## config.mk

```make
export PLATFORM = sky130hd
export DESIGN_NAME = mem_router_flat
export DESIGN_NICKNAME = d
export VERILOG_FILES = /design/src/source/bus_pkg.sv /design/src/source/mem_map_pkg.sv /design/src/source/periph_if.sv /design/src/source/mem_router.sv /design/src/flat_wrapper.sv
export VERILOG_INCLUDE_DIRS = /design/src /design/src/source
export SDC_FILE = /design/constraint.sdc
export NUM_CORES = 1
export LEC_CHECK = 0
export ABC_AREA = 0
export BUFFER_PORTS_ARGS = -buffer_cell sky130_fd_sc_hd__buf_2
export CAP_MARGIN = 10
export CORE_AREA = 2 2 161 163
export CTS_BUF_LIST = sky130_fd_sc_hd__clkbuf_2
export DETAILED_ROUTE_END_ITERATION = 8
export DIE_AREA = 0 0 163 165
export PLACE_DENSITY = 0.41
export SYNTH_ARGS = -nofsm -noshare
export SYNTH_HDL_FRONTEND = slang
export SYNTH_SLANG_ARGS = --single-unit
```

## constraint.sdc

```tcl
create_clock -name clk -period 2.2 [get_ports clk]
set_input_delay 0.22 -clock clk [delete_from_list [all_inputs] [get_ports clk]]
set_output_delay 0.22 -clock clk [all_outputs]
set_load 0.02 [all_outputs]
```

## src/source/mmu_cfg.svh

```systemverilog
`ifndef MMU_CFG_SVH
`define MMU_CFG_SVH

// word-address widths, one 32-bit word per entry
`define MMU_INST_AW 12
`define MMU_DATA_AW 12

`define MMU_INST_DEPTH (1 << `MMU_INST_AW)
`define MMU_DATA_DEPTH (1 << `MMU_DATA_AW)

// address bit that splits data memory into regions 8 and 9
`define MMU_DATA_BANK_BIT 20

`endif

```

## src/source/bus_pkg.sv

```systemverilog
`default_nettype none

package bus_pkg;

  ////////////////////////////////////////
  // data-path types
  ////////////////////////////////////////

  typedef logic [31:0] word_t;     // cpu data word
  typedef logic [7:0]  byte_t;     // uart payload and byte lanes
  typedef logic [3:0]  byte_en_t;  // one enable per lane, lane 0 = bits 7:0

  // spu line of four words
  // packed so that word 0 (lowest address) lands in bits 31:0
  typedef word_t [3:0] spu_line_t;

endpackage

`default_nettype wire

```

## src/source/mem_map_pkg.sv

```systemverilog
`default_nettype none

package mem_map_pkg;

  ////////////////////////////////////////
  // region decode, cpu address bits 23:20
  ////////////////////////////////////////

  localparam int REGION_LSB = 20;
  localparam int REGION_MSB = 23;

  typedef enum logic [3:0] {
    REG_INST    = 4'h0,  // instruction memory
    REG_DATA_LO = 4'h8,  // data memory, lower bank
    REG_DATA_HI = 4'h9,  // data memory, upper bank
    REG_UART    = 4'hA,  // serial port registers
    REG_RESULT  = 4'hB   // spu results and cycle counter
  } region_e;

  ////////////////////////////////////////
  // register offsets within a region
  ////////////////////////////////////////

  // uart
  localparam logic [7:0] UART_TX_OFS      = 8'h00;  // write only
  localparam logic [7:0] UART_TXFULL_OFS  = 8'h04;
  localparam logic [7:0] UART_RXEMPTY_OFS = 8'h08;
  localparam logic [7:0] UART_RXDATA_OFS  = 8'h0C;  // read pops the rx byte

  // counter halves, result registers sit at 0x00..0x3C
  localparam logic [7:0] CNT_LO_OFS = 8'h40;
  localparam logic [7:0] CNT_HI_OFS = 8'h44;

endpackage

`default_nettype wire

```

## src/source/periph_if.sv

```systemverilog
`timescale 1ns/10ps
`default_nettype none

// one register access, router to peripheral
interface periph_if;
  import bus_pkg::*;

  logic       sel;     // access accepted this cycle
  logic       write;
  logic [7:0] offset;  // byte offset inside the region
  word_t      wdata;
  word_t      rdata;   // registered, valid the cycle after sel
  logic       busy;    // holds off tx writes

  modport host (
    output sel, write, offset, wdata,
    input  rdata, busy
  );

  modport dev (
    input  sel, write, offset, wdata,
    output rdata, busy
  );

endinterface

`default_nettype wire

```

## src/source/mem_router.sv

```systemverilog
`timescale 1ns/10ps
`default_nettype none
`include "mmu_cfg.svh"

module mem_router (
  input  logic                    clk,
  input  logic                    rst,
  // cpu request
  input  logic                    req_valid,
  output logic                    req_ready,
  input  logic                    req_write,
  input  logic                    req_byte,
  input  bus_pkg::word_t          req_addr,
  input  bus_pkg::word_t          req_wdata,
  // cpu response
  output logic                    rsp_valid,
  output bus_pkg::word_t          rsp_rdata,
  output logic                    rsp_fault,
  // instruction memory, data port
  output logic                    imem_we,
  output logic [`MMU_INST_AW-1:0] imem_addr,
  output bus_pkg::word_t          imem_wdata,
  input  bus_pkg::word_t          imem_rdata,
  // data memory, cpu port
  output bus_pkg::byte_en_t       dmem_be,
  output logic [`MMU_DATA_AW-1:0] dmem_addr,
  output bus_pkg::word_t          dmem_wdata,
  input  bus_pkg::word_t          dmem_rdata,
  // peripherals
  periph_if.host                  uart_bus,
  periph_if.host                  res_bus
);
  import bus_pkg::*;
  import mem_map_pkg::*;

  region_e    region;
  logic [1:0] lane;
  logic       is_inst;
  logic       is_data;
  logic       is_uart;
  logic       is_res;
  logic       tx_write;
  logic       accept;
  logic       rd_accept;
  word_t      lane_wdata;
  byte_en_t   lane_be;

  region_e    rd_region_q;
  logic       rd_byte_q;
  logic [1:0] rd_lane_q;
  word_t      rd_word;

  ////////////////////////////////////////
  // decode and handshake
  ////////////////////////////////////////

  assign region  = region_e'(req_addr[REGION_MSB:REGION_LSB]);
  assign lane    = req_addr[1:0];
  assign is_inst = (region == REG_INST);
  assign is_data = (region == REG_DATA_LO) || (region == REG_DATA_HI);
  assign is_uart = (region == REG_UART);
  assign is_res  = (region == REG_RESULT);

  assign tx_write  = is_uart && req_write && (req_addr[7:0] == UART_TX_OFS);
  assign req_ready = !(tx_write && uart_bus.busy);
  assign accept    = req_valid && req_ready;
  assign rd_accept = accept && !req_write;

  ////////////////////////////////////////
  // write path
  ////////////////////////////////////////

  // byte goes to its own lane, word writes all four
  assign lane_wdata = req_byte ? (word_t'(req_wdata[7:0]) << {lane, 3'b000}) : req_wdata;
  assign lane_be    = req_byte ? byte_en_t'(4'b0001 << lane) : 4'b1111;

  assign imem_we    = accept && req_write && is_inst && !req_byte;  // whole words only
  assign imem_addr  = req_addr[`MMU_INST_AW+1:2];
  assign imem_wdata = req_wdata;

  assign dmem_be    = (accept && req_write && is_data) ? lane_be : 4'b0000;
  assign dmem_addr  = {req_addr[`MMU_DATA_BANK_BIT], req_addr[`MMU_DATA_AW:2]};
  assign dmem_wdata = lane_wdata;

  assign uart_bus.sel    = accept && is_uart;
  assign uart_bus.write  = req_write;
  assign uart_bus.offset = req_addr[7:0];
  assign uart_bus.wdata  = req_wdata;  // tx takes the low byte as is

  assign res_bus.sel    = accept && is_res;
  assign res_bus.write  = req_write;
  assign res_bus.offset = req_addr[7:0];
  assign res_bus.wdata  = req_wdata;

  ////////////////////////////////////////
  // read response, one cycle later
  ////////////////////////////////////////

  always_ff @(posedge clk) begin
    if (rst) begin
      rsp_valid <= 1'b0;
      rsp_fault <= 1'b0;
    end else begin
      rsp_valid <= rd_accept;
      rsp_fault <= rd_accept && !(is_inst || is_data || is_uart || is_res);
    end
  end

  always_ff @(posedge clk) begin
    if (rd_accept) begin
      rd_region_q <= region;
      rd_byte_q   <= req_byte;
      rd_lane_q   <= lane;
    end
  end

  always_comb begin
    case (rd_region_q)
      REG_INST:                 rd_word = imem_rdata;
      REG_DATA_LO, REG_DATA_HI: rd_word = dmem_rdata;
      REG_UART:                 rd_word = uart_bus.rdata;
      REG_RESULT:               rd_word = res_bus.rdata;
      default:                  rd_word = '0;  // unmapped reads return zero
    endcase
  end

  // zero-extended lane for byte reads
  assign rsp_rdata = rd_byte_q ? word_t'(rd_word[{rd_lane_q, 3'b000} +: 8]) : rd_word;

endmodule

`default_nettype wire

```

## src/flat_wrapper.sv

```systemverilog
// flat-port wrapper written by rule: the top's interface ports become plain ports
module mem_router_flat import bus_pkg::*; import mem_map_pkg::*;
  (clk, rst, req_valid, req_ready, req_write, req_byte, req_addr, req_wdata, rsp_valid, rsp_rdata, rsp_fault, imem_we, imem_addr, imem_wdata, imem_rdata, dmem_be, dmem_addr, dmem_wdata, dmem_rdata, uart_bus_sel, uart_bus_write, uart_bus_offset, uart_bus_wdata, uart_bus_rdata, uart_bus_busy, res_bus_sel, res_bus_write, res_bus_offset, res_bus_wdata, res_bus_rdata, res_bus_busy);
  periph_if uart_bus_i ();
  periph_if res_bus_i ();
  input  logic clk;
  input  logic rst;
  input  logic req_valid;
  output logic req_ready;
  input  logic req_write;
  input  logic req_byte;
  input  bus_pkg::word_t req_addr;
  input  bus_pkg::word_t req_wdata;
  output logic rsp_valid;
  output bus_pkg::word_t rsp_rdata;
  output logic rsp_fault;
  output logic imem_we;
  output logic [`MMU_INST_AW-1:0] imem_addr;
  output bus_pkg::word_t imem_wdata;
  input  bus_pkg::word_t imem_rdata;
  output bus_pkg::byte_en_t dmem_be;
  output logic [`MMU_DATA_AW-1:0] dmem_addr;
  output bus_pkg::word_t dmem_wdata;
  input  bus_pkg::word_t dmem_rdata;
  output wire logic [$bits(uart_bus_i.sel)-1:0] uart_bus_sel;
  output wire logic [$bits(uart_bus_i.write)-1:0] uart_bus_write;
  output wire logic [$bits(uart_bus_i.offset)-1:0] uart_bus_offset;
  output wire logic [$bits(uart_bus_i.wdata)-1:0] uart_bus_wdata;
  input wire logic [$bits(uart_bus_i.rdata)-1:0] uart_bus_rdata;
  input wire logic [$bits(uart_bus_i.busy)-1:0] uart_bus_busy;
  output wire logic [$bits(res_bus_i.sel)-1:0] res_bus_sel;
  output wire logic [$bits(res_bus_i.write)-1:0] res_bus_write;
  output wire logic [$bits(res_bus_i.offset)-1:0] res_bus_offset;
  output wire logic [$bits(res_bus_i.wdata)-1:0] res_bus_wdata;
  input wire logic [$bits(res_bus_i.rdata)-1:0] res_bus_rdata;
  input wire logic [$bits(res_bus_i.busy)-1:0] res_bus_busy;
  assign uart_bus_sel = uart_bus_i.sel;
  assign uart_bus_write = uart_bus_i.write;
  assign uart_bus_offset = uart_bus_i.offset;
  assign uart_bus_wdata = uart_bus_i.wdata;
  assign uart_bus_i.rdata = uart_bus_rdata;
  assign uart_bus_i.busy = uart_bus_busy;
  assign res_bus_sel = res_bus_i.sel;
  assign res_bus_write = res_bus_i.write;
  assign res_bus_offset = res_bus_i.offset;
  assign res_bus_wdata = res_bus_i.wdata;
  assign res_bus_i.rdata = res_bus_rdata;
  assign res_bus_i.busy = res_bus_busy;
  mem_router u_core (.clk(clk), .rst(rst), .req_valid(req_valid), .req_ready(req_ready), .req_write(req_write), .req_byte(req_byte), .req_addr(req_addr), .req_wdata(req_wdata), .rsp_valid(rsp_valid), .rsp_rdata(rsp_rdata), .rsp_fault(rsp_fault), .imem_we(imem_we), .imem_addr(imem_addr), .imem_wdata(imem_wdata), .imem_rdata(imem_rdata), .dmem_be(dmem_be), .dmem_addr(dmem_addr), .dmem_wdata(dmem_wdata), .dmem_rdata(dmem_rdata), .uart_bus(uart_bus_i), .res_bus(res_bus_i));
endmodule
```

# After elaboration in Yosys (flattened, before gate mapping)
# Cells that the tools add are included.
[word_totals] output_inout_bits=212 word_cells=45 register_bits=9 in_bits=199
[classes] muxes=5 shift=3 reduce_logical=24 eq_ne=8
[op_table] op="case mux 32 bit (4 select lines)" count=1
[op_table] op="2-to-1 mux 32 bit" count=2
[op_table] op="equality test 4 bit (second input constant)" count=8
[op_table] op="variable part select 32 x 6 -> 8 bit" count=1
[op_table] op="<< shifter 8 x 5 -> 32 bit" count=1
[op_table] op="logical AND 1 bit" count=12
[op_table] op="zero test 4 bit" count=2
[op_table] op="zero test 8 bit" count=1
[op_table] op="2-to-1 mux 4 bit" count=2
[op_table] op="zero test 1 bit" count=4
[op_table] op="logical OR 1 bit" count=4
[op_table] op="<< shifter 1 x 2 -> 4 bit (first input constant)" count=1
[op_table] op="OR reduction 2 bit" count=1

# Depth between registers and ports, before layout
# Gate-level depths: netlist of the first run.
[depth] word_depth=9 mapped_depth=7 depth_no_buf=5

# Least setup slack after synthesis of the first run
# Ideal clock, no wire load.
[synth_path] kind="register to output" start="reg u_core.rd_region_q[1]" end="out rsp_rdata[4]" t_required_ns=1.980 path_stages_with_launch=7 arrival_ns=1.883 slack_ns=0.097 n_path_buf=2 path_cell_list="edfxtp_1 -> or2_1 -> buf_6 -> buf_6 -> o22a_1 -> mux2_2 -> a211oi_1"
[synth_via] elab_chain_len=5 word_cells_on_any_way=9 cone_classes="eq/ne (4); shift (1); mux (2); reduce/logical (2)"
[synth_lines] item="start, declared" line="mem_router.sv:48" source="region_e rd_region_q;"
[synth_lines] item="start signal, assigned" line="mem_router.sv:111" source="rd_region_q <= region;"
[synth_lines] item="equality test 4 bit" line="mem_router.sv:118" source="case (rd_region_q)"
[synth_lines] item="OR reduction 2 bit" line="mem_router.sv:118"
[synth_lines] item="case mux 32 bit (4 select lines) *" line="mem_router.sv:118"
[synth_lines] item="variable part select 32 x 6 -> 8 bit" line="mem_router.sv:128" source="assign rsp_rdata = rd_byte_q ? word_t'(rd_word[{rd_lane_q, 3'b000} +: 8]) : rd_word;"
[synth_lines] item="2-to-1 mux 32 bit *" line="mem_router.sv:128"
[synth_lines] item="end, declared" line="flat_wrapper.sv:15" source="output bus_pkg::word_t rsp_rdata;"
# Mark *: on every way between the ends. The rest lies on a longest branch, timed or not.

# Worst setup path in the final report of the first run
[layout_path] start="reg u_core.rd_region_q[0]" end="out rsp_rdata[4]"
# The elaborated chain is that of the path after synthesis.

==> results of run 1 <==
-- routing by layer --
layer | wire [um] | share of wire (%)
met1 | 6580 | 35
met2 | 9890 | 53
met3 | 1880 | 10
met4 | 238 | 1.3
met5 | 34 | 0.18
-- power groups by stage --
stage               registers, mW  logic (mW)  clock network, mW
finish                      0.207        1.30              0.104
global placement            0.211        1.16                  0
CTS                         0.207        1.28              0.110
global route                0.209        1.40              0.115
detailed placement          0.211        1.16                  0
floorplan                   0.203       0.810                  0
-- cell usage in the layout, fill, tap and decap left out, drive strengths merged --
| cell | count |
|---|---|
| or3b | 2 |
| inv | 26 |
| o22a | 28 |
| and4 | 1 |
| mux2 | 1 |
| nor4 | 2 |
| a21oi | 6 |
| clkbuf | 7 |
| a211oi | 7 |
| nand2b | 2 |
| nor4bb | 1 |
| nand3b | 3 |
| dfxtp | 2 |
| o221a | 1 |
| diode | 3 |
| o2111a | 1 |
| a31oi | 6 |
| nor3b | 3 |
| o21ai | 3 |
| nand2 | 16 |
| o221ai | 7 |
| nor2 | 29 |
| mux2i | 32 |
| nor3 | 1 |
| edfxtp | 7 |
| nand4b | 1 |
| or2 | 3 |
| nand4bb | 1 |
| buf | 416 |
| o22ai | 31 |
| a22oi | 30 |
| nor2b | 5 |
| a311oi | 1 |
| and2 | 8 |
-- cell type report --
class	instances	area (um2)	area share [%]
Antenna cell	3	7.51	0.147
Clock buffer	4	20.0	0.391
Inverter	26	97.6	1.91
Multi-Input combinational cell	232	1870	36.5
Sequential cell	9	250	4.89
Tap cell	330	413	8.07
Timing Repair Buffer	419	2460	48.1
-- worst min path at each step --
| stage | from | endpoint | cells after the start |
|---|---|---|---|
| 3_3_place_gp | rst | u_core.rsp_valid | 2 |
| 3_5_place_dp | rst | u_core.rsp_valid | 2 |
| 6_report | rst | u_core.rsp_valid | 2 |
| 5_1_grt | rst | u_core.rsp_valid | 2 |
| 4_1_cts | rst | u_core.rsp_valid | 2 |
| 2_1_floorplan | req_write | u_core.rsp_valid | 1 |
-- flip-flops by register name, indices dropped and copies added (netlist names) --
register,count
u_core.rsp_fault,1
u_core.rd_byte_q,1
u_core.rd_region_q,4
u_core.rd_lane_q,2
u_core.rsp_valid,1
-- Yosys cell counts, types with 2 or more instances --
master / n
buf_4: 142
mux2i_1: 32
o22ai_1: 31
a22oi_1: 30
nor2_1: 28
o22a_1: 28
inv_1: 26
clkbuf_1: 17
nand2_1: 16
and2_1: 8
a211oi_1: 7
edfxtp_1: 7
o221ai_1: 7
a21oi_1: 6
a31oi_1: 6
buf_2: 5
nor2b_1: 5
buf_6: 3
nand3b_1: 3
nor3b_1: 3
o21ai_0: 3
dfxtp_1: 2
nand2b_1: 2
nor4_1: 2
or2_1: 2
or3b_1: 2
-- timing repair --
item                       in CTS  in global routing
buffers inserted               15                  6
pin swaps                      14                 25
setup endpoints to repair       8                 15
resized for setup              53                 37
gates cloned                    3                  3
-- critical path, delay by kind of cell, from the launching register on --
| kind | cells | cell delay, ns |
|---|---|---|
| AO/OA/AOI/OAI | 3 | 0.47 |
| multiplexers | 1 | 0.28 |
| buffers and inverters | 3 | 0.43 |
| AND/OR/NAND/NOR | 1 | 0.21 |
| flip-flops | 1 | 0.51 |
-- through the flow --
step	power [mW]	utilization (%)	hold slack (ns)	instances
2_1_floorplan	1.01	-	0.303	435
3_3_place_gp	1.37	17.9	0.401	995
3_5_place_dp	1.37	17.9	0.399	995
4_1_cts	1.60	19.7	0.126	1017
5_1_grt	1.72	20.4	0.134	1021
6_report	1.61	20.4	0.147	1023
-- logic make-up (layout without fill, tap and decap cells) --
logic type / count (synthesis) / count (layout)
AO/OA/AOI/OAI: 121 / 121
buffers and inverters: 194 / 449
flip-flops: 9 / 9
multiplexers: 33 / 33
other: 0 / 3
AND/OR/NAND/NOR: 78 / 78
==> flow_summary.rst, run 1 <==
.. list-table::
   :header-rows: 1

   * - Metric
     - Value
   * - Area of the die
     - 26900 um2
   * - H-tree levels
     - 1
   * - Primary FF master, synth
     - edfxtp_1
   * - Met1 Usage GRT
     - 13.0%
   * - Share of cells above drive strength 1
     - 68.3%
   * - Result of the run
     - finished with violations
   * - Main combinational cell family by area after synthesis
     - buffers and inverters
   * - Post-Synth Simple-Gate Area
     - 12.8%
   * - Most used routing layer
     - met2
   * - Post-Layout Inst Area
     - 5110 um2
   * - Share of total power in combinational logic
     - 80.7%
   * - Ratio of final minimum period to clock period
     - 108%
   * - Initial detailed-routing violation count
     - 148
   * - Cell with the largest stage delay on the worst path
     - edfxtp_1
   * - Routed wire length
     - 18600 um
   * - Async S/R FF share, synth
     - 0%
   * - Number of enable-type register cells in the synthesized netlist
     - 7
   * - Clock network power share
     - 6.4%
   * - Core area
     - 25000 um2
   * - Remaining number of nets flagged by the antenna check after routing
     - 0
   * - Leakage power figure
     - 2.67 nW
   * - Cell seen most often among critical-path stages
     - buf_6
   * - Number of setup violations in the final report
     - 8
   * - Per-cell routed wire length
     - 18.2 um
   * - Timing endpoint of the critical path
     - rsp_rdata[4]
   * - Met3 track demand over resource in global routing
     - 3.37%
   * - Reported net switching power
     - 0.831 mW
   * - Total number of clock tree sinks
     - 9
   * - Period minus WS final
     - 2.37 ns
   * - Final WS setup
     - -0.168 ns
   * - Largest incremental delay on the critical path
     - 0.51 ns
   * - Average instance area after synthesis
     - 7.31 um2
   * - Overall die height
     - 165 um
   * - Average vias per placed instance
     - 4.02
   * - Multiplexer share of the synthesized area
     - 10.4%
   * - IR drop worst, VDD
     - 0.132 mV
   * - Final-report hold violation count
     - 0
   * - Count of mapped cells out of synthesis
     - 435
   * - CP cell instances
     - nor2_4 > buf_6 > buf_6 > a22oi_2 > o22a_1 > mux2_4 > a211oi_2 > buf_4
   * - Detailed placer's ending HPWL
     - 15500 um
   * - Overall via count from detail_route
     - 4113
   * - Final max-slew violation count
     - 0
   * - Detailed-router iteration count before antenna repair
     - 4
   * - Setup_tns
     - -0.562 ns
   * - Net Count, Synth
     - 634
   * - Clock slew at the register clock pins of the worst setup and hold paths
     - 0.08 ns
   * - Distinct cells, synth
     - 38
   * - Endpoint arrival time on the critical path
     - 2.15 ns
   * - Root Buffer Master
     - clkbuf_2
   * - Internal Power
     - 0.784 mW
   * - Tightest Hold Check Type
     - in2reg
   * - Share of the synthesized area in the top cell type
     - 33.5%
   * - Achievable clock frequency
     - 422 MHz
   * - Placed standard-cell area
     - 4490 um2
   * - Category of the worst setup path launch point
     - flop
   * - Sequential share of power
     - 12.8%
   * - Max-capacitance violation count
     - 0
   * - Critical Setup Path Class
     - reg2out
   * - Met2 layer usage reported by global route
     - 24.5%
   * - Quantity of I/O buffers inserted on ports
     - 378
   * - Synthesized cell area
     - 3180 um2
   * - Complex-gate fraction of the synthesized area
     - 28.3%
   * - Adder-cell share of the synthesized area
     - 0%
   * - Max transition margin
     - 61.6%
   * - Synthesis-to-layout area growth
     - 60.9%
   * - Flop and latch count out of synthesis
     - 9
   * - Least-Margin Pin Slew
     - 0.575 ns
   * - Pin count of the biggest net entering global routing
     - 28
   * - Highest net fanout along the worst path
     - 6
   * - Violations in the final reports
     - setup timing
   * - Cell types with the largest area share after synthesis
     - buf_4 34%, mux2i_1 10%, o22a_1 7.7%
   * - GRT Overall Usage
     - 12.3%
   * - RSZ-0062 raised after global routing
     - yes
   * - Startpoint of the worst setup timing path
     - u_core.rd_region_q[0]
   * - Routability congestion estimate from global placement
     - 0.725
   * - Hold Buf Count CTS
     - 0
   * - Number of global-route vias before repair
     - 3941
   * - Share of synthesized area occupied by flip-flops and latches
     - 7.87%
   * - Post-layout nets
     - 890
   * - Pre-CTS WS
     - 0.00412 ns
   * - Endpoint type of the worst setup path
     - output port
   * - Number of warnings reported in the yosys synthesis log
     - 0
   * - Detailed-route DRC error count
     - 0
   * - Switching part of the total
     - 51.5%
   * - Initial antenna violation count
     - 5
   * - Global-route wire length before repair
     - 24600 um
   * - Post-Synth XOR/XNOR Area
     - 0%
   * - Total congestion overflow after global routing
     - 0
   * - Number of filler cells placed in the layout
     - 2893
   * - Number of standard-cell rows in the floorplan
     - 58
   * - Required @ worst endpoint
     - 1.98 ns
   * - Yosys top cell by area
     - buf_4
   * - Horizontal die dimension
     - 163 um
   * - Io pins
     - 411
   * - Bufs on Longest Clock Path
     - 2
   * - Total power divided by cell area
     - 316 nW/um2
   * - Clock tree from TritonCTS
     - done
   * - Initial Utilization
     - 12.7%
   * - Inserted Clock Buffers
     - 3
Power figures use the tool's default switching activity.
==> inputs of run 2 (changes only) <==
--- a/config.mk
+++ b/config.mk
@@ -10,7 +10,6 @@
 export BUFFER_PORTS_ARGS = -buffer_cell sky130_fd_sc_hd__buf_2
 export CAP_MARGIN = 10
 export CORE_AREA = 2 2 161 163
-export CTS_BUF_LIST = sky130_fd_sc_hd__clkbuf_2
 export DETAILED_ROUTE_END_ITERATION = 8
 export DIE_AREA = 0 0 163 165
 export PLACE_DENSITY = 0.41
==> constraint.sdc (replaced) <==
create_clock -name clk -period 2.2 [get_ports clk]
set_input_delay 0.44 -clock clk [delete_from_list [all_inputs] [get_ports clk]]
set_output_delay 0.44 -clock clk [all_outputs]
set_load 0.02 [all_outputs]
==> run 2 against run 1 <==
  * Non-clock buffer count fell by 11
  * Die area did not move
  * Critical path depth fell by 1
  * Cell count fell by 1.4%
  * The run still ends with setup timing left
  * Highest routed layer unchanged
==> flow_summary.rst, run 2 (synthesized netlist as in run 1, its figures left out) <==
.. list-table::
   :header-rows: 1

   * - Metric
     - Value
   * - Detailed placer's ending HPWL
     - 15000 um (-3.5%)
   * - RSZ-0062 raised after global routing
     - yes
   * - Tightest Hold Check Type
     - in2reg
   * - H-tree levels
     - 1 (unchanged)
   * - Pin count of the biggest net entering global routing
     - 32 (+14%)
   * - Final-report hold violation count
     - 0 (unchanged)
   * - Diode insertion count for antenna repair
     - 0 (-3)
   * - Average vias per placed instance
     - 3.95 (-1.7%)
   * - Post-Layout Inst Area
     - 4830 um2 (-5.6%)
   * - IR drop worst, VDD
     - 0.153 mV (+16%)
   * - Endpoint with the worst hold slack
     - u_core.rsp_valid
   * - Total met3 wirelength after detailed routing
     - 1390 um (-26%)
   * - Area of the die
     - 26900 um2 (unchanged)
   * - Logic depth of the worst path, buffers included
     - 7 (-1)
   * - Commonest non-fill, non-tap cell in the layout
     - buf_2
   * - Inserted Clock Buffers
     - 3 (unchanged)
   * - Hold Crit Depth
     - 2 (unchanged)
   * - Result of the run
     - finished with violations
   * - Cell with the largest stage delay on the worst path
     - or3b_1
   * - Share of cells above drive strength 1
     - 64.5% (-3.8 points)
   * - Global-route wire length before repair
     - 22900 um (-6.8%)
   * - Top sig layer
     - met5
   * - Core Util, Final
     - 19.3% (-1.1 points)
   * - Initial antenna violation count
     - 2 (-3)
   * - Category of the worst setup path launch point
     - flop
   * - Total congestion overflow after global routing
     - 0 (unchanged)
   * - Overall via count from detail_route
     - 3988 (-3.0%)
   * - Largest incremental delay on the critical path
     - 0.38 ns (-0.13 ns)
   * - Required @ worst endpoint
     - 1.76 ns (-0.22 ns)
   * - Max transition margin
     - 60.5% (-1.1 points)
   * - Number of setup violations in the final report
     - 13 (+5)
   * - CP Buf/Inv Count
     - 2 (-1)
   * - Max-capacitance violation count
     - 0 (unchanged)
   * - Number of standard-cell rows in the floorplan
     - 58 (unchanged)
   * - Number of global-route vias before repair
     - 3722 (-5.6%)
   * - Overall die height
     - 165 um (unchanged)
   * - Total power divided by cell area
     - 359 nW/um2 (+14%)
   * - Placed standard-cell area
     - 4570 um2 (+1.7%)
   * - Io pins
     - 411 (unchanged)
   * - Kind of cell adding the most delay to the critical path
     - compound AO/OA/AOI/OAI gates
   * - Total number of clock tree sinks
     - 9 (unchanged)
   * - Quantity of I/O buffers inserted on ports
     - 378 (unchanged)
   * - CP cell instances
     - buf_4 > or3b_1 > a21oi_2 > nor2_2 > o221a_1 > a311oi_2 > buf_4
   * - Achievable clock frequency
     - 400 MHz (-5.2%)
   * - Highest net fanout along the worst path
     - 5 (-1)
   * - Reg area
     - 250 um2 (unchanged)
   * - Clock tree from TritonCTS
     - done
   * - Detailed-router iteration count before antenna repair
     - 4 (unchanged)
   * - Number of filler cells placed in the layout
     - 2914 (+0.73%)
   * - Initial Utilization
     - 12.7% (unchanged)
   * - Synthesis-to-layout area growth
     - 51.9%
   * - Final WS setup
     - -0.298 ns (-0.130 ns)
   * - Clock slew at the register clock pins of the worst setup and hold paths
     - 0.04 ns (-0.04 ns)
   * - Final max-slew violation count
     - 0 (unchanged)
   * - Combined area of the multi-input logic cells
     - 1720 um2 (-7.9%)
   * - Setup_tns
     - -2.10 ns (-1.54 ns)
   * - Bufs on Longest Clock Path
     - 2 (unchanged)
   * - Register with the most flip-flops
     - u_core.rd_region_q
   * - Endpoint type of the worst setup path
     - output port
   * - Root Buffer Master
     - clkbuf_16
   * - Post-layout nets
     - 879 (-1.2%)
   * - Per-cell routed wire length
     - 17.0 um (-6.8%)
   * - Max FFs per register
     - 4 (unchanged)
   * - Post-Place Cells
     - 1003 (+0.80%)
   * - Routed length on met2
     - 8970 um (-9.3%)
   * - Commonest non-fill, non-tap cells in the layout
     - 349 x buf_2, 49 x buf_4, 31 x mux2i_1, 30 x o22ai_1, 30 x a22oi_1
   * - Period minus WS final
     - 2.50 ns (+0.130 ns)
   * - Routability congestion estimate from global placement
     - 0.727 (+0.23%)
   * - Remaining number of nets flagged by the antenna check after routing
     - 0 (unchanged)
   * - Detailed-route DRC error count
     - 0 (unchanged)
   * - Leakage power figure
     - 2.57 nW (-3.8%)
   * - Initial detailed-routing violation count
     - 147 (-0.68%)
   * - Core area
     - 25000 um2 (unchanged)
   * - Startpoint of the tightest hold check path
     - rst
   * - Ratio of final minimum period to clock period
     - 114% (+5.9 points)
   * - Least-Margin Pin Slew
     - 0.592 ns (+0.0165 ns)
   * - Largest registers
     - u_core.rd_region_q x4, u_core.rd_lane_q x2
   * - Endpoint arrival time on the critical path
     - 2.06 ns (-0.09 ns)
   * - Violations in the final reports
     - setup timing
   * - Cell seen most often among critical-path stages
     - buf_4
   * - Horizontal die dimension
     - 163 um (unchanged)
   * - Number of cells in the finished layout apart from fillers
     - 1009 (-1.4%)
   * - Critical Setup Path Class
     - reg2out
   * - GRT Overall Usage
     - 11.4% (-0.97 points)
   * - Routed wire length
     - 17100 um (-8.1%)
   * - Detailed-route wire length on metal 1
     - 6590 um (+0.17%)
[run 2: cell types whose count changed in the layout (fill, tap and decap cells not counted), moves of 4 or more]
cell,before,now
o22a_4,5,0
a22oi_2,13,0
buf_6,18,5
a22oi_1,17,30
buf_4,27,49
buf_2,363,349
clkbuf_2,4,0
o22a_1,18,22
[run 2: how the worst max path moves through the flow]
stage | startpoint | endpoint | slack, ns
after floorplan | u_core.rd_region_q[0] | rsp_rdata[6] | 0.01
after CTS | u_core.rd_region_q[0] | rsp_rdata[4] | -0.32
after global placement | u_core.rd_region_q[0] | rsp_rdata[6] | -0.13
final | u_core.rd_region_q[0] | rsp_rdata[6] | -0.30
after detailed placement | u_core.rd_region_q[0] | rsp_rdata[6] | -0.15
after global routing | u_core.rd_region_q[0] | rsp_rdata[6] | -0.39
[run 2: through the flow]
stage               hold WS [ns]  worst slack (ns)  total power, mW
finish                     0.379            -0.298             1.73
global route               0.398            -0.393             1.84
floorplan                  0.523            0.0124             1.01
detailed placement         0.619            -0.150             1.38
global placement           0.621            -0.132             1.38
CTS                        0.378            -0.319             1.73
[run 2: final cells by class]
class / count / area share, %
Clock buffer: 4 / 1.63
Inverter: 26 / 2.02
Multi-Input combinational cell: 232 / 35.6
Sequential cell: 9 / 5.18
Tap cell: 330 / 8.55
Timing Repair Buffer: 408 / 47.0
[run 2: what timing repair did]
item                       4_1_cts  5_1_grt
pin swaps                        1        1
hold buffers                     0        0
gates resized for setup         31       27
setup buffers                    1        1
setup endpoints to repair       16       29
cloned                           0        0
[run 2: power by group]
group	leakage (nW)	internal, mW	switching [mW]
combinational	2.45	0.486	0.720
clock	0.0382	0.242	0.0763
sequential	0.0821	0.196	0.0110
total	2.57	0.924	0.808
[run 2: per-layer routing]
metal  up-vias  track usage (%)
met4         4             1.53
met1      1799             12.7
met3        14             1.86
li1       1916                -
met2       255             22.9
met5         -                0
==> inputs of run 3 (changes only) <==
--- a/config.mk
+++ b/config.mk
@@ -6,13 +6,13 @@
 export SDC_FILE = /design/constraint.sdc
 export NUM_CORES = 1
 export LEC_CHECK = 0
-export ABC_AREA = 0
+export ABC_AREA = 1
 export BUFFER_PORTS_ARGS = -buffer_cell sky130_fd_sc_hd__buf_2
 export CAP_MARGIN = 10
-export CORE_AREA = 2 2 161 163
+export CORE_AREA = 2 2 160 162
 export DETAILED_ROUTE_END_ITERATION = 8
-export DIE_AREA = 0 0 163 165
-export PLACE_DENSITY = 0.41
+export DIE_AREA = 0 0 162 164
+export PLACE_DENSITY = 0.42
 export SYNTH_ARGS = -nofsm -noshare
 export SYNTH_HDL_FRONTEND = slang
 export SYNTH_SLANG_ARGS = --single-unit
==> run 3 against run 2 <==
  * The flow still finishes with violations (setup timing)
  * Design area increased by 18%
  * Global-route usage increased by 2.4 points
  * Area after synthesis increased by 7.9%
  * Non-clock buffer count increased by 35
  * Routed wire length increased by 22%
  * Setup slack improved by 0.066 ns
  * Total power increased by 8.7%
  * Cell count increased by 24%
  * Critical path type unchanged
  * Largest power group unchanged
==> flow_summary.rst, run 3 <==
.. list-table::
   :header-rows: 1

   * - Metric
     - Value
   * - Final WS setup
     - -0.232 ns (+0.0655 ns)
   * - Detailed-router iteration count before antenna repair
     - 4 (unchanged)
   * - Number of global-route vias before repair
     - 4434 (+19%)
   * - Share of total power in combinational logic
     - 72.3% (+2.6 points)
   * - Required @ worst endpoint
     - 1.76 ns (about the same)
   * - Number of warnings reported in the yosys synthesis log
     - 0 (unchanged)
   * - Least-Margin Pin Slew
     - 0.746 ns (+0.154 ns)
   * - Hold Buf Count CTS
     - 0 (unchanged)
   * - Register with the most flip-flops
     - u_core.rd_region_q
   * - Clock tree from TritonCTS
     - done
   * - Average vias per placed instance
     - 4.04 (+2.1%)
   * - Routability congestion estimate from global placement
     - 0.805 (+11%)
   * - Share of cells above drive strength 1
     - 55.5% (-9.0 points)
   * - Total congestion overflow after global routing
     - 0 (unchanged)
   * - Commonest non-fill, non-tap cell in the layout
     - buf_2
   * - Max-capacitance violation count
     - 0 (unchanged)
   * - Period minus WS final
     - 2.43 ns (-0.0655 ns)
   * - Number of standard-cell rows in the floorplan
     - 58 (unchanged)
   * - Clock slew at the register clock pins of the worst setup and hold paths
     - 0.04 ns (about the same)
   * - Cell types with the largest area share after synthesis
     - buf_4 31%, nand2_1 19%, nand3_1 19%
   * - Switching part of the total
     - 48.2% (+1.6 points)
   * - Post-layout nets
     - 1115 (+27%)
   * - Reg area
     - 250 um2 (unchanged)
   * - Post-Synth XOR/XNOR Area
     - 0% (unchanged)
   * - Inserted Clock Buffers
     - 3 (unchanged)
   * - Final max-slew violation count
     - 0 (unchanged)
   * - Share of synthesized area occupied by flip-flops and latches
     - 7.30% (-0.57 points)
   * - Tightest Hold Check Type
     - in2reg
   * - Combined area of the multi-input logic cells
     - 2110 um2 (+23%)
   * - Flop and latch count out of synthesis
     - 9 (unchanged)
   * - Total power divided by cell area
     - 330 nW/um2 (-8.1%)
   * - Hold Crit Depth
     - 1 (-1)
   * - Leakage power figure
     - 3.29 nW (+28%)
   * - IR drop worst, VDD
     - 0.179 mV (+17%)
   * - Sequential share of power
     - 11.1% (-0.9 points)
   * - Number of enable-type register cells in the synthesized netlist
     - 7 (unchanged)
   * - Result of the run
     - finished with violations
   * - Bufs on Longest Clock Path
     - 2 (unchanged)
   * - Initial antenna violation count
     - 4 (+2)
   * - Per-cell routed wire length
     - 16.7 um (-1.7%)
   * - Horizontal die dimension
     - 162 um (-0.61%)
   * - Commonest non-fill, non-tap cells in the layout
     - 348 x buf_2, 159 x nand2_1, 116 x nand3_1, 62 x buf_4, 54 x nor2_1
   * - Average instance area after synthesis
     - 5.35 um2 (-27%)
   * - Violations in the final reports
     - setup timing
   * - Adder-cell share of the synthesized area
     - 0% (unchanged)
   * - Highest net fanout along the worst path
     - 7 (+2)
   * - Overall via count from detail_route
     - 5034 (+26%)
   * - Share of the synthesized area in the top cell type
     - 30.7% (-2.9 points)
   * - Reported net switching power
     - 0.908 mW (+12%)
   * - Clock network power share
     - 16.6% (-1.8 points)
   * - Overall die height
     - 164 um (-0.61%)
   * - Remaining number of nets flagged by the antenna check after routing
     - 0 (unchanged)
   * - Number of setup violations in the final report
     - 19 (+6)
   * - Complex-gate fraction of the synthesized area
     - 4.96% (-23 points)
   * - Count of mapped cells out of synthesis
     - 641 (+47%)
   * - Core area
     - 24800 um2 (-0.87%)
   * - Number of filler cells placed in the layout
     - 2868 (-1.6%)
   * - Distinct cells, synth
     - 19 (-50%)
   * - Global-route wire length before repair
     - 27500 um (+20%)
   * - Total number of clock tree sinks
     - 9 (unchanged)
   * - Pre-CTS WS
     - -0.0469 ns (+0.103 ns)
   * - Max FFs per register
     - 4 (unchanged)
   * - Endpoint type of the worst setup path
     - output port
   * - Io pins
     - 411 (unchanged)
   * - Quantity of I/O buffers inserted on ports
     - 378 (unchanged)
   * - Async S/R FF share, synth
     - 0% (unchanged)
   * - Routed wire length
     - 20800 um (+22%)
   * - Ratio of final minimum period to clock period
     - 111% (-3.0 points)
   * - Primary FF master, synth
     - edfxtp_1
   * - Total Power
     - 1.88 mW (+8.7%)
   * - Root Buffer Master
     - clkbuf_16
   * - Critical Setup Path Class
     - reg2out
   * - Largest registers
     - u_core.rd_region_q x4, u_core.rd_lane_q x2
   * - Synthesis-to-layout area growth
     - 66.6%
   * - Yosys top cell by area
     - buf_4
   * - Final-report hold violation count
     - 0 (unchanged)
   * - Initial detailed-routing violation count
     - 225 (+53%)
   * - Most frequently used cell type in the post-synthesis netlist
     - nand2_1
   * - Detailed placer's ending HPWL
     - 17400 um (+16%)
   * - Area of the die
     - 26600 um2 (-1.2%)
   * - Multiplexer share of the synthesized area
     - 0% (-10 points)
   * - Internal Power
     - 0.975 mW (+5.6%)
   * - Category of the worst setup path launch point
     - flop
   * - Endpoint arrival time on the critical path
     - 1.99 ns (-0.07 ns)
   * - H-tree levels
     - 1 (unchanged)
   * - Achievable clock frequency
     - 411 MHz (+2.7%)
   * - Net Count, Synth
     - 840 (+32%)
   * - Synth top cells by count
     - 177 x nand2_1, 140 x buf_4, 128 x nand3_1
   * - Synthesized cell area
     - 3430 um2 (+7.9%)
   * - RSZ-0062 raised after global routing
     - yes
   * - Pin count of the biggest net entering global routing
     - 29 (-9.4%)
   * - Initial Utilization
     - 13.8% (+1.1 points)
   * - Max transition margin
     - 50.3% (-10 points)
   * - Main combinational cell family by area after synthesis
     - simple AND/OR/NAND/NOR gates
   * - Detailed-route DRC error count
     - 0 (unchanged)
   * - GRT Overall Usage
     - 13.8% (+2.4 points)
   * - Post-Synth Simple-Gate Area
     - 49.1% (+36 points)
[run 3: stage by stage]
stage	instance area (um2)	std cells	hold slack (ns)	utilization, %	TNS [ns]
after floorplan	3430	641	0.539	-	0
after global placement	4940	1218	0.649	19.9	-0.173
after detailed placement	4940	1218	0.652	19.9	-0.121
after CTS	5120	1223	0.417	20.6	-2.10
after global routing	5710	1245	0.419	23.0	-5.33
final	5710	1247	0.420	23.0	-2.63
[run 3: timing repair]
item / 4_1_cts / 5_1_grt
gates cloned: 0 / 7
setup buffers: 1 / 15
pin swaps: 2 / 22
endpoints found under the setup margin: 24 / 37
gates resized for setup: 33 / 85
[run 3: final cells by class]
class | instances | area share (%)
multi-input combinational | 431 | 36.9
tap | 330 | 7.23
clock buffer | 4 | 1.38
timing repair buffer | 443 | 48.2
sequential | 9 | 4.38
inverter | 28 | 1.84
antenna | 2 | 0.0876
[run 3: critical path: stages (launching register included)]
cell and delay, ns:
edfxtp_1 0.45, inv_2 0.10, nor2_4 0.04, buf_6 0.14, buf_12 0.13, clkbuf_16 0.15
nand3_1 0.08, nand2_2 0.07, nor2_4 0.15, nand2_1 0.06, nand3_1 0.08, nand2_1 0.05
nand2_1 0.06, nand2_2 0.06, buf_6 0.13
[run 3: power groups by stage]
stage	registers [mW]	clock network, mW	logic, mW
after detailed placement	0.211	0	1.21
final	0.208	0.312	1.36
after global placement	0.211	0	1.21
after global routing	0.210	0.334	1.47
after floorplan	0.204	0	0.786
after CTS	0.209	0.316	1.24
[run 3: worst paths after layout]
kind | start | endpoint | slack, ns
worst max-delay path | u_core.rd_region_q[3] | rsp_rdata[1] | -0.23
worst min-delay path | req_addr[22] | u_core.rd_region_q[2] | 0.42
[run 3: cells by family after synthesis]
kind of cell / after synthesis
simple gates: 397
buf+inv: 201
compound gates: 34
flops: 9
[run 3: routing by layer]
layer  track usage (%)  vias up  wire length [um]
li1                  -     2465                 -
met1              15.7     2304              8070
met2              27.7      255             11100
met3              2.30        8              1440
met4              1.09        2               152
met5                 0        -                16
